<file path="src/pat_params.svh">
`ifndef PAT_PARAMS_SVH
`define PAT_PARAMS_SVH

// ====================
// datapath widths
// ====================
`define PAT_DATA_W      8   // accumulator and data memory word
`define PAT_PC_W        10  // instruction address space
`define PAT_INSTR_W     12  // major opcode plus 8-bit immediate

// ====================
// data memory
// ====================
`define PAT_DMEM_DEPTH  32
`define PAT_DMEM_AW     5   // low immediate bits only

// all-ones opcode, drops decode into the next opcode level
`define PAT_ESCAPE      4'b1111

`endif
</file>
<file path="src/pat_pkg.sv">
`include "pat_params.svh"

package pat_pkg;

	typedef logic [`PAT_DATA_W-1:0] word_t;
	typedef logic [`PAT_PC_W-1:0] pc_t;
	typedef logic [`PAT_INSTR_W-1:0] instr_t;
	typedef logic [`PAT_DMEM_AW-1:0] dmem_addr_t;

	// ====================
	// opcode spaces
	// ====================
	// major level, 8-bit immediate
	typedef enum logic [3:0]
	{
		maj_or = 4'd0, maj_and = 4'd1, maj_addm = 4'd2, maj_subm = 4'd3,
		maj_add = 4'd4, maj_sub = 4'd5, maj_ldi = 4'd6, maj_ldm = 4'd7,
		maj_bf = 4'd8, maj_bb = 4'd9, maj_stam = 4'd11,
		maj_orm = 4'd13, maj_andm = 4'd14,
		maj_escape = `PAT_ESCAPE
	} op_major_e;

	// minor level, bits 7..4, 3-bit immediate in bits 2..0
	typedef enum logic [3:0]
	{
		min_shl = 4'd0, min_shlo = 4'd1, min_shr = 4'd2, min_asr = 4'd3,
		min_in = 4'd5,
		min_out = 4'd8,
		min_escape = `PAT_ESCAPE
	} op_minor_e;

	// zero-operand level, bits 3..0
	typedef enum logic [3:0]
	{
		zop_not = 4'd0,
		zop_nop = 4'd15
	} op_zero_e;

	// ====================
	// stage-2 control
	// ====================
	typedef enum logic [3:0]
	{
		alu_or, alu_and, alu_not, alu_add, alu_sub,
		alu_shl, alu_shlo, alu_shr, alu_asr, alu_pass_b
	} alu_op_e;

	typedef enum logic [2:0]
	{
		commit_none, commit_acc_alu, commit_acc_in, commit_store, commit_out
	} commit_e;

endpackage

</file>
<file path="src/pat_core.sv">
module pat_core
(
	input logic clk,
	input logic reset,
	input pat_pkg::instr_t i_instruction,
	input pat_pkg::word_t i_inputs,
	output pat_pkg::pc_t o_pc,
	output pat_pkg::word_t o_acc,
	output pat_pkg::word_t o_outputs
);

	// memory side
	pat_pkg::dmem_addr_t rd_addr;
	pat_pkg::word_t rd_data;
	logic wr_en;
	pat_pkg::dmem_addr_t wr_addr;
	pat_pkg::word_t wr_data;

	// decode to stage 2
	pat_pkg::alu_op_e alu_op;
	pat_pkg::commit_e commit;
	pat_pkg::word_t operand;
	pat_pkg::dmem_addr_t store_addr;

	// decode to pc
	logic branch_fwd;
	logic branch_back;
	pat_pkg::word_t branch_offset;

	// ====================
	// stage 1
	// ====================
	pat_decode u_decode
	(
		.clk(clk),
		.reset(reset),
		.i_instruction(i_instruction),
		.i_rd_data(rd_data),
		.o_rd_addr(rd_addr),
		.o_alu_op(alu_op),
		.o_commit(commit),
		.o_operand(operand),
		.o_store_addr(store_addr),
		.o_branch_fwd(branch_fwd),
		.o_branch_back(branch_back),
		.o_branch_offset(branch_offset)
	);

	pat_data_mem u_data_mem
	(
		.clk(clk),
		.i_rd_addr(rd_addr),
		.i_wr_en(wr_en),
		.i_wr_addr(wr_addr),
		.i_wr_data(wr_data),
		.o_rd_data(rd_data)
	);

	pat_pc u_pc
	(
		.clk(clk),
		.reset(reset),
		.i_branch_fwd(branch_fwd),
		.i_branch_back(branch_back),
		.i_branch_offset(branch_offset),
		.o_pc(o_pc)
	);

	// ====================
	// stage 2
	// ====================
	pat_commit u_commit
	(
		.clk(clk),
		.reset(reset),
		.i_alu_op(alu_op),
		.i_commit(commit),
		.i_operand(operand),
		.i_store_addr(store_addr),
		.i_inputs(i_inputs),
		.o_acc(o_acc),
		.o_outputs(o_outputs),
		.o_wr_en(wr_en),
		.o_wr_addr(wr_addr),
		.o_wr_data(wr_data)
	);

endmodule

</file>
<file path="src/pat_commit.sv">
module pat_commit
(
	input logic clk,
	input logic reset,
	input pat_pkg::alu_op_e i_alu_op,
	input pat_pkg::commit_e i_commit,
	input pat_pkg::word_t i_operand,
	input pat_pkg::dmem_addr_t i_store_addr,
	input pat_pkg::word_t i_inputs,
	output pat_pkg::word_t o_acc,
	output pat_pkg::word_t o_outputs,
	output logic o_wr_en,
	output pat_pkg::dmem_addr_t o_wr_addr,
	output pat_pkg::word_t o_wr_data
);

	pat_pkg::word_t alu_y;

	// a is the live acc, so dependent ops back to back need no bypass
	pat_alu u_alu
	(
		.i_a(o_acc),
		.i_b(i_operand),
		.i_op(i_alu_op),
		.o_y(alu_y)
	);

	// ====================
	// commit
	// ====================
	always_ff @(posedge clk)
	begin
		if (reset)
		begin
			o_acc <= '0;
			o_outputs <= '0;
		end
		else
		begin
			case (i_commit)
				pat_pkg::commit_acc_alu: o_acc <= alu_y;
				pat_pkg::commit_acc_in:  o_acc <= i_inputs;   // level sampled in cycle k+1
				pat_pkg::commit_out:     o_outputs <= o_acc;  // acc before this edge
				default: ;
			endcase
		end
	end

	// strobe comes straight off the stage register in decode
	// so the store lands on the same edge as an acc update would
	assign o_wr_en = (i_commit == pat_pkg::commit_store);
	assign o_wr_addr = i_store_addr;
	assign o_wr_data = o_acc;

endmodule

</file>
<file path="src/pat_decode.sv">
`include "pat_params.svh"

module pat_decode
(
	input logic clk,
	input logic reset,
	input pat_pkg::instr_t i_instruction,
	input pat_pkg::word_t i_rd_data,
	output pat_pkg::dmem_addr_t o_rd_addr,
	output pat_pkg::alu_op_e o_alu_op,
	output pat_pkg::commit_e o_commit,
	output pat_pkg::word_t o_operand,
	output pat_pkg::dmem_addr_t o_store_addr,
	output logic o_branch_fwd,
	output logic o_branch_back,
	output pat_pkg::word_t o_branch_offset
);

	// instruction fields
	logic [3:0] major;
	logic [3:0] minor;
	logic [3:0] zop;
	pat_pkg::word_t imm8;
	logic [2:0] imm3;

	// decoded, ahead of the stage register
	pat_pkg::alu_op_e alu_op_d;
	pat_pkg::commit_e commit_d;
	pat_pkg::word_t imm_d;
	logic src_mem_d;
	logic fwd_d;
	logic back_d;

	// stage register
	pat_pkg::word_t imm_q;  // immediate, already widened
	logic src_mem_q;        // operand comes from data memory

	assign major = i_instruction[11:8];
	assign imm8 = i_instruction[7:0];
	assign minor = i_instruction[7:4];
	assign zop = i_instruction[3:0];
	assign imm3 = i_instruction[2:0];

	// ====================
	// three-level decode
	// ====================
	always_comb
	begin
		alu_op_d = pat_pkg::alu_pass_b;
		commit_d = pat_pkg::commit_none;  // unlisted opcodes fall out as nop
		imm_d = imm8;
		src_mem_d = 1'b0;
		fwd_d = 1'b0;
		back_d = 1'b0;
		if (major != `PAT_ESCAPE)
		begin
			case (major)
				pat_pkg::maj_or:   begin alu_op_d = pat_pkg::alu_or; commit_d = pat_pkg::commit_acc_alu; end
				pat_pkg::maj_and:  begin alu_op_d = pat_pkg::alu_and; commit_d = pat_pkg::commit_acc_alu; end
				pat_pkg::maj_add:  begin alu_op_d = pat_pkg::alu_add; commit_d = pat_pkg::commit_acc_alu; end
				pat_pkg::maj_sub:  begin alu_op_d = pat_pkg::alu_sub; commit_d = pat_pkg::commit_acc_alu; end
				pat_pkg::maj_ldi:  commit_d = pat_pkg::commit_acc_alu;  // pass b
				pat_pkg::maj_addm:
				begin
					alu_op_d = pat_pkg::alu_add;
					commit_d = pat_pkg::commit_acc_alu;
					src_mem_d = 1'b1;
				end
				pat_pkg::maj_subm:
				begin
					alu_op_d = pat_pkg::alu_sub;
					commit_d = pat_pkg::commit_acc_alu;
					src_mem_d = 1'b1;
				end
				pat_pkg::maj_orm:
				begin
					alu_op_d = pat_pkg::alu_or;
					commit_d = pat_pkg::commit_acc_alu;
					src_mem_d = 1'b1;
				end
				pat_pkg::maj_andm:
				begin
					alu_op_d = pat_pkg::alu_and;
					commit_d = pat_pkg::commit_acc_alu;
					src_mem_d = 1'b1;
				end
				pat_pkg::maj_ldm:  begin commit_d = pat_pkg::commit_acc_alu; src_mem_d = 1'b1; end
				pat_pkg::maj_stam: commit_d = pat_pkg::commit_store;
				pat_pkg::maj_bf:   fwd_d = 1'b1;   // pc only
				pat_pkg::maj_bb:   back_d = 1'b1;
				default: ;
			endcase
		end
		else if (minor != `PAT_ESCAPE)
		begin
			imm_d = {{(`PAT_DATA_W-3){1'b0}}, imm3};  // shift amount, zero-extended
			case (minor)
				pat_pkg::min_shl:  begin alu_op_d = pat_pkg::alu_shl; commit_d = pat_pkg::commit_acc_alu; end
				pat_pkg::min_shlo: begin alu_op_d = pat_pkg::alu_shlo; commit_d = pat_pkg::commit_acc_alu; end
				pat_pkg::min_shr:  begin alu_op_d = pat_pkg::alu_shr; commit_d = pat_pkg::commit_acc_alu; end
				pat_pkg::min_asr:  begin alu_op_d = pat_pkg::alu_asr; commit_d = pat_pkg::commit_acc_alu; end
				pat_pkg::min_in:   commit_d = pat_pkg::commit_acc_in;
				pat_pkg::min_out:  commit_d = pat_pkg::commit_out;
				default: ;
			endcase
		end
		else if (zop == pat_pkg::zop_not)
		begin
			alu_op_d = pat_pkg::alu_not;
			commit_d = pat_pkg::commit_acc_alu;
		end
	end

	// latched at edge k+1, stage 2 commits at k+2
	always_ff @(posedge clk)
	begin
		imm_q <= imm_d;
		if (reset)
		begin
			o_alu_op <= pat_pkg::alu_pass_b;
			o_commit <= pat_pkg::commit_none;
			src_mem_q <= 1'b0;
			o_branch_fwd <= 1'b0;
			o_branch_back <= 1'b0;
		end
		else
		begin
			o_alu_op <= alu_op_d;
			o_commit <= commit_d;
			src_mem_q <= src_mem_d;
			o_branch_fwd <= fwd_d;
			o_branch_back <= back_d;
		end
	end

	assign o_rd_addr = pat_pkg::dmem_addr_t'(imm_q);    // read during cycle k+1
	assign o_store_addr = pat_pkg::dmem_addr_t'(imm_q);
	assign o_operand = src_mem_q ? i_rd_data : imm_q;
	assign o_branch_offset = imm_q;

endmodule

</file>
<file path="src/pat_pc.sv">
module pat_pc
(
	input logic clk,
	input logic reset,
	input logic i_branch_fwd,
	input logic i_branch_back,
	input pat_pkg::word_t i_branch_offset,
	output pat_pkg::pc_t o_pc
);

	pat_pkg::pc_t offset;  // immediate is unsigned

	assign offset = pat_pkg::pc_t'(i_branch_offset);

	// all arithmetic wraps at the pc width
	always_ff @(posedge clk)
	begin
		if (reset)
			o_pc <= '0;
		else if (i_branch_fwd)
			o_pc <= o_pc + offset;   // fwd wins
		else if (i_branch_back)
			o_pc <= o_pc - offset;
		else
			o_pc <= o_pc + 1'b1;
	end

endmodule

</file>
<file path="src/pat_data_mem.sv">
`include "pat_params.svh"

module pat_data_mem
#(
	parameter int DEPTH = `PAT_DMEM_DEPTH
)
(
	input logic clk,
	input pat_pkg::dmem_addr_t i_rd_addr,
	input logic i_wr_en,
	input pat_pkg::dmem_addr_t i_wr_addr,
	input pat_pkg::word_t i_wr_data,
	output pat_pkg::word_t o_rd_data
);

	pat_pkg::word_t mem [DEPTH];  // contents undefined until written

	// async read, a store on this edge is seen by the next cycle's load
	assign o_rd_data = mem[i_rd_addr];

	always_ff @(posedge clk)
	begin
		if (i_wr_en)
			mem[i_wr_addr] <= i_wr_data;
	end

endmodule

</file>
<file path="src/pat_alu.sv">
module pat_alu
(
	input pat_pkg::word_t i_a,
	input pat_pkg::word_t i_b,
	input pat_pkg::alu_op_e i_op,
	output pat_pkg::word_t o_y
);

	pat_pkg::word_t shift_y;

	// amount is the 3-bit minor immediate
	pat_shifter u_shifter
	(
		.i_a(i_a),
		.i_amount(i_b[2:0]),
		.i_op(i_op),
		.o_y(shift_y)
	);

	always_comb
	begin
		case (i_op)
			pat_pkg::alu_or:     o_y = i_a | i_b;
			pat_pkg::alu_and:    o_y = i_a & i_b;
			pat_pkg::alu_not:    o_y = ~i_a;      // b ignored
			pat_pkg::alu_add:    o_y = i_a + i_b;  // wraps, no carry out
			pat_pkg::alu_sub:    o_y = i_a - i_b;
			pat_pkg::alu_pass_b: o_y = i_b;       // ldi, ldm
			default:             o_y = shift_y;
		endcase
	end

endmodule

</file>
<file path="src/pat_shifter.sv">
module pat_shifter
(
	input pat_pkg::word_t i_a,
	input logic [2:0] i_amount,
	input pat_pkg::alu_op_e i_op,
	output pat_pkg::word_t o_y
);

	// ====================
	// shift select
	// ====================
	always_comb
	begin
		case (i_op)
			pat_pkg::alu_shlo:
				o_y = ~((~i_a) << i_amount);  // vacated low bits come in as ones
			pat_pkg::alu_shr:
				o_y = i_a >> i_amount;         // zero fill
			pat_pkg::alu_asr:
				o_y = $signed(i_a) >>> i_amount;  // sign bit replicated
			default:
				o_y = i_a << i_amount;         // shl
		endcase
	end

endmodule

</file>
<file path="config.mk">
export PLATFORM = sky130hd
export DESIGN_NAME = pat_core
export DESIGN_NICKNAME = d
export VERILOG_FILES = /design/src/pat_pkg.sv /design/src/pat_core.sv /design/src/pat_commit.sv /design/src/pat_decode.sv /design/src/pat_pc.sv /design/src/pat_data_mem.sv /design/src/pat_alu.sv /design/src/pat_shifter.sv
export VERILOG_INCLUDE_DIRS = /design/src /design/src/src
export SDC_FILE = /design/constraint.sdc
export NUM_CORES = 1
export LEC_CHECK = 0
export BUFFER_PORTS_ARGS = -buffer_cell sky130_fd_sc_hd__buf_2
export CORE_MARGIN = 1
export CORE_UTILIZATION = 29
export DETAILED_ROUTE_END_ITERATION = 16
export GPL_ROUTABILITY_DRIVEN = 1
export HOLD_SLACK_MARGIN = 0.03
export SLEW_MARGIN = 20
export SYNTH_ARGS = -nofsm -noshare
export SYNTH_HDL_FRONTEND = slang
export SYNTH_SLANG_ARGS = --single-unit
</file>
<file path="constraint.sdc">
create_clock -name clk -period 8 [get_ports clk]
set_input_delay 1.6 -clock clk [delete_from_list [all_inputs] [get_ports clk]]
set_output_delay 1.6 -clock clk [all_outputs]
set_load 0.02 [all_outputs]
</file>
==> flow_results.xml <==
<?xml version="1.0" encoding="UTF-8"?>
<metrics>
  <group name="placement">
    <metric name="place.detailed.instances" unit="">1657</metric>
    <metric name="post-dp-hpwl" unit="um">24260</metric>
    <metric name="detailed_place.area" unit="mm2">0.01488</metric>
    <metric name="place.gp.congestion" unit="">0.8985</metric>
    <metric name="port-buffer-count" unit="">47</metric>
  </group>
  <group name="worst_setup_path">
    <metric name="timing.critical_path.depth" unit="">19</metric>
    <metric name="cpPeakStageDelay" unit="ns">0.76</metric>
    <metric name="timing.rr.end" unit="">u_commit.o_acc[6]$_SDFFE_PP0P_</metric>
    <metric name="required_time_at_the_worst_slack_endpoint" unit="ns">8.41</metric>
    <metric name="criticalPathCategory" unit="">reg2reg</metric>
    <metric name="critPathTopFamily" unit="">compound AO/OA/AOI/OAI gates</metric>
    <metric name="critical_path.reg2reg.startpoint" unit="">u_decode.o_branch_offset[0]$_DFF_P_</metric>
    <metric name="critical_path_peak_fanout" unit="">37</metric>
    <metric name="crit_path_start" unit="">u_decode.o_branch_offset[0]$_DFF_P_</metric>
    <metric name="r2r_slack" unit="ns">2.38</metric>
    <metric name="critical_path.startpoint_type" unit="">register</metric>
    <metric name="cp_num_buf_inv" unit="">2</metric>
    <metric name="worst-r2r-cell-count" unit="">19</metric>
    <metric name="timing.critical_path.arrival" unit="ns">6.02</metric>
    <metric name="crit_path_end_kind" unit="">register</metric>
    <metric name="timing.critical_path.slowest_stage_cell" unit="">sky130_fd_sc_hd__dfxtp_4</metric>
    <metric name="setup.worst_path.end" unit="">u_commit.o_acc[6]$_SDFFE_PP0P_</metric>
    <metric name="path_cells" unit="">buf_4, mux2i_1, and2_1, o311a_1, a41oi_4, inv_1, ha_1, nor2_1, xnor2_1, ha_1, nor2b_1, o21ai_0, a21oi_1, o21a_1, nor2_1, xnor2_1, a221o_1, o21ai_0, o22ai_1</metric>
  </group>
  <group name="global_routing">
    <metric name="grt-ovfl-total" unit="">0</metric>
    <metric name="grt_max_degree" unit="">44</metric>
    <metric name="grtUsageTotal" unit="%">14.33</metric>
    <metric name="grt_first_pass_wirelength" unit="um">54470</metric>
    <metric name="antenna_found_initial" unit="">0</metric>
    <metric name="vias_in_the_first_global_route" unit="">8714</metric>
  </group>
  <group name="routing">
    <metric name="wire_per_inst" unit="um">21.18</metric>
    <metric name="drt_first_iter_violations" unit="">928</metric>
    <metric name="drcViolationCount" unit="">0</metric>
    <metric name="detailroute.via_count" unit="">9050</metric>
    <metric name="route.antenna.remaining_nets" unit="">0</metric>
    <metric name="dr_vias_cell" unit="">5.295</metric>
    <metric name="total_routed_wirelength" unit="um">36200</metric>
    <metric name="drt_pre_antenna_iters" unit="">6</metric>
  </group>
  <group name="finish">
    <metric name="area.growth.synth_to_final" unit="%">12.35</metric>
    <metric name="nNetsFinal" unit="">1120</metric>
    <metric name="layout.cell_area.non_filler" unit="mm2">0.01586</metric>
    <metric name="antenna-diode-count" unit="">0</metric>
    <metric name="layout-drive-gt1-share" unit="%">14.63</metric>
    <metric name="final_cell_count_no_fill" unit="">1709</metric>
  </group>
  <group name="floorplanning">
    <metric name="die-area" unit="mm2">0.04958</metric>
    <metric name="die_w" unit="um">222.7</metric>
    <metric name="design.portCount" unit="">48</metric>
    <metric name="design.core.area" unit="mm2">0.04785</metric>
    <metric name="die_y" unit="um">222.7</metric>
    <metric name="core.rowCount" unit="">80</metric>
    <metric name="floorplan.initialDensity" unit="%">29.51</metric>
  </group>
  <group name="sta">
    <metric name="timing_max_transition_violations_final" unit="">0</metric>
    <metric name="maxClockFrequency" unit="MHz">178.0</metric>
    <metric name="fin_skew" unit="ns">0.01764</metric>
    <metric name="finalCritPeriodShare" unit="%">70.21</metric>
    <metric name="fin_crit" unit="ns">5.617</metric>
    <metric name="timing_hold_violations_final" unit="">0</metric>
    <metric name="worst_slew_margin_rel" unit="%">29.57</metric>
    <metric name="unrepaired_setup_endpoints_after_global_routing" unit="">no</metric>
    <metric name="timing_worst_slew_pin_value" unit="ns">1.045</metric>
    <metric name="finalSetupViolations" unit="">0</metric>
    <metric name="setup-tns-final" unit="ns">0</metric>
  </group>
  <group name="yosys">
    <metric name="synth_top_area_share" unit="%">54.44</metric>
    <metric name="synthFlopType" unit="">sky130_fd_sc_hd__edfxtp_1</metric>
    <metric name="seq_area_frac_synth" unit="%">60.68</metric>
    <metric name="asyncSetResetFlopFracSynth" unit="%">0</metric>
    <metric name="synth_cells" unit="">1044</metric>
    <metric name="synth.top_cells.by_area" unit="">sky130_fd_sc_hd__edfxtp_1 54%, sky130_fd_sc_hd__dfxtp_1 6.2%, sky130_fd_sc_hd__mux2i_1 5.5%</metric>
    <metric name="yosys.cell_count.top_type" unit="">sky130_fd_sc_hd__edfxtp_1</metric>
    <metric name="post_syn_area" unit="mm2">0.01412</metric>
    <metric name="synth_edf_count" unit="">256</metric>
    <metric name="synth.net_count" unit="">1089</metric>
    <metric name="synthDistinctLibCells" unit="">85</metric>
    <metric name="synth.top_cells.by_count" unit="">256 x sky130_fd_sc_hd__edfxtp_1, 97 x sky130_fd_sc_hd__nor2_1, 77 x sky130_fd_sc_hd__mux2i_1, 50 x sky130_fd_sc_hd__nand2_1, 45 x sky130_fd_sc_hd__o21ai_0</metric>
    <metric name="synth-seq-cells" unit="">300</metric>
    <metric name="mean_post_synth_cell_area" unit="um2">13.52</metric>
    <metric name="yosys.area.top_type" unit="">sky130_fd_sc_hd__edfxtp_1</metric>
    <metric name="ys.warnings.count" unit="">0</metric>
  </group>
  <group name="cts">
    <metric name="number_of_sinks_on_the_clock_net" unit="">300</metric>
    <metric name="root_buffer" unit="">sky130_fd_sc_hd__clkbuf_16</metric>
    <metric name="postCtsHoldBufs" unit="">0</metric>
    <metric name="post_cts_resized" unit="">0</metric>
    <metric name="worst_setup_hold_path_clk_slew" unit="ns">0.06</metric>
    <metric name="htreeDepth" unit="">1</metric>
    <metric name="clockBufferDepth" unit="">3</metric>
    <metric name="post_cts_setup_repair_buffer_count" unit="">0</metric>
    <metric name="tritoncts" unit="">built</metric>
    <metric name="worst_skew_pair.late_latency" unit="ns">0.56</metric>
    <metric name="cts_made_buffers" unit="">31</metric>
  </group>
  <group name="power_and_ir_drop">
    <metric name="combinationalPowerShare" unit="%">10.8</metric>
    <metric name="cellLeakagePower" unit="nW">5.464</metric>
    <metric name="sw_frac_of_total" unit="%">24.05</metric>
    <metric name="share_seq_of_total_power" unit="%">49.5</metric>
    <metric name="total_power" unit="mW">3.548</metric>
    <metric name="clockPowerShare" unit="%">39.7</metric>
    <metric name="ir_worst_vdd" unit="mV">0.1970</metric>
    <metric name="power.internal" unit="mW">2.695</metric>
    <metric name="cellPowerDensity" unit="mW/mm2">223.6</metric>
    <metric name="power.net_switching" unit="mW">0.8531</metric>
  </group>
  <group name="outcome">
    <metric name="status" unit="">completed</metric>
  </group>
  <group name="flow_run">
    <metric name="cap_violations" unit="">0</metric>
  </group>
  <group name="hold_path">
    <metric name="hold-path-cell-count" unit="">2</metric>
    <metric name="hold_class" unit="">reg2reg</metric>
  </group>
</metrics>
how the worst min path moves through the flow:
stage / to / start / slack [ns]
finish: u_commit.o_outputs[3]$_SDFFE_PP0N_ / u_commit.o_outputs[3]$_SDFFE_PP0N_ / 0.49
global route: u_commit.o_outputs[7]$_SDFFE_PP0N_ / u_commit.o_outputs[7]$_SDFFE_PP0N_ / 0.53
CTS: u_commit.o_outputs[3]$_SDFFE_PP0N_ / u_commit.o_outputs[3]$_SDFFE_PP0N_ / 0.49
detailed placement: u_commit.o_outputs[3]$_SDFFE_PP0N_ / u_commit.o_outputs[3]$_SDFFE_PP0N_ / 0.48
global placement: u_commit.o_outputs[7]$_SDFFE_PP0N_ / u_commit.o_outputs[7]$_SDFFE_PP0N_ / 0.47
floorplan: u_commit.o_outputs[0]$_SDFFE_PP0N_ / u_commit.o_outputs[0]$_SDFFE_PP0N_ / 0.58
cell families (layout without fill, tap and decap cells):
family,after synthesis,count (layout),synth area share [%]
buf+inv,83,133,3.119
flops,300,300,60.68
xor+xnor,24,24,1.542
simple gates,278,278,9.934
mux,119,119,11.75
compound gates,216,216,10.76
fa+ha+maj,24,24,2.215
through the flow:
stage | hold WS (ns) | setup slack (ns) | util [%]
floorplan | 0.5835 | 3.995 | -
global placement | 0.4729 | 2.447 | 31.10
detailed placement | 0.4754 | 2.451 | 31.10
CTS | 0.4919 | 2.434 | 33.16
global route | 0.5272 | 1.943 | 33.16
finish | 0.4885 | 2.383 | 33.16
final cells by class:
class / count / area, um2
Clock buffer: 41 / 843.3
Clock inverter: 11 / 138.9
Fill cell: 4685 / 31980
Inverter: 18 / 67.56
Multi-Input combinational cell: 661 / 5111
Sequential cell: 300 / 8578
Tap cell: 615 / 769.5
Timing Repair Buffer: 63 / 355.3
metal layers:
metal	track usage (%)	routed length [um]	up-vias
li1	-	-	4113
met1	20.21	16180	4516
met2	22.50	16460	363
met3	2.737	2709	58
met4	3.760	855	0
met5	0	0	-
power groups by stage:
stage | Combinational [mW] | Sequential [mW] | Clock [mW]
global placement | 0.376 | 1.79 | 0
floorplan | 0.250 | 1.80 | 0
CTS | 0.382 | 1.76 | 1.43
detailed placement | 0.380 | 1.79 | 0
finish | 0.383 | 1.76 | 1.41
global route | 0.415 | 1.76 | 1.48
tightest hold or removal path, delay by kind of cell (launching register included):
family           cells  cell delay, ns
muxes                1            0.06
DFF                  1            0.32
and+or+nand+nor      1            0.07
flip-flops by register name, indices dropped and copies added, names as in the netlist:
name	cells
u_data_mem.mem	256
u_decode.o_alu_op	4
u_pc.o_pc	10
u_commit.o_acc	8
u_decode.o_branch_offset	8
u_decode.o_commit	3
u_decode.src_mem_q	1
u_decode.o_branch_fwd	1
u_commit.o_outputs	8
u_decode.o_branch_back	1
placed cells by master, fill, tap and decap left out, types with 5 or more instances in the layout:
cell type                   Yosys  layout
sky130_fd_sc_hd__nand2b_1       7       7
sky130_fd_sc_hd__clkbuf_16      0      31
sky130_fd_sc_hd__nand2_1       50      50
sky130_fd_sc_hd__mux4_1        11      11
sky130_fd_sc_hd__edfxtp_1     256     256
sky130_fd_sc_hd__nor2b_1       18      18
sky130_fd_sc_hd__nand3_1       19      19
sky130_fd_sc_hd__nor3b_1        6       6
sky130_fd_sc_hd__clkbuf_1      27       7
sky130_fd_sc_hd__a21o_1         8       8
sky130_fd_sc_hd__and2_1        11      11
sky130_fd_sc_hd__buf_2         17      47
sky130_fd_sc_hd__a211oi_1      10      10
sky130_fd_sc_hd__a21oi_1       39      39
sky130_fd_sc_hd__dfxtp_2        0       5
sky130_fd_sc_hd__o21bai_1       7       7
sky130_fd_sc_hd__buf_4          7      16
sky130_fd_sc_hd__nand3b_1       6       6
sky130_fd_sc_hd__ha_1          21      21
sky130_fd_sc_hd__a22oi_1       10      10
sky130_fd_sc_hd__xnor2_1       15      15
sky130_fd_sc_hd__and3_1         6       6
sky130_fd_sc_hd__xor2_1         8       8
sky130_fd_sc_hd__o21ai_0       45      45
sky130_fd_sc_hd__o221ai_1       5       5
sky130_fd_sc_hd__o22ai_1       26      26
sky130_fd_sc_hd__a31oi_1        6       6
sky130_fd_sc_hd__o211ai_1       8       8
sky130_fd_sc_hd__inv_1         17      17
sky130_fd_sc_hd__dfxtp_1       44      38
sky130_fd_sc_hd__nor3_1        23      23
sky130_fd_sc_hd__mux2i_1       77      77
sky130_fd_sc_hd__mux2_2         8       8
sky130_fd_sc_hd__a221oi_1       5       5
sky130_fd_sc_hd__mux4_2        22      22
sky130_fd_sc_hd__nor2_1        97      97
sky130_fd_sc_hd__a22o_1         7       7
Note: power is estimated with default switching activity, not from simulation.
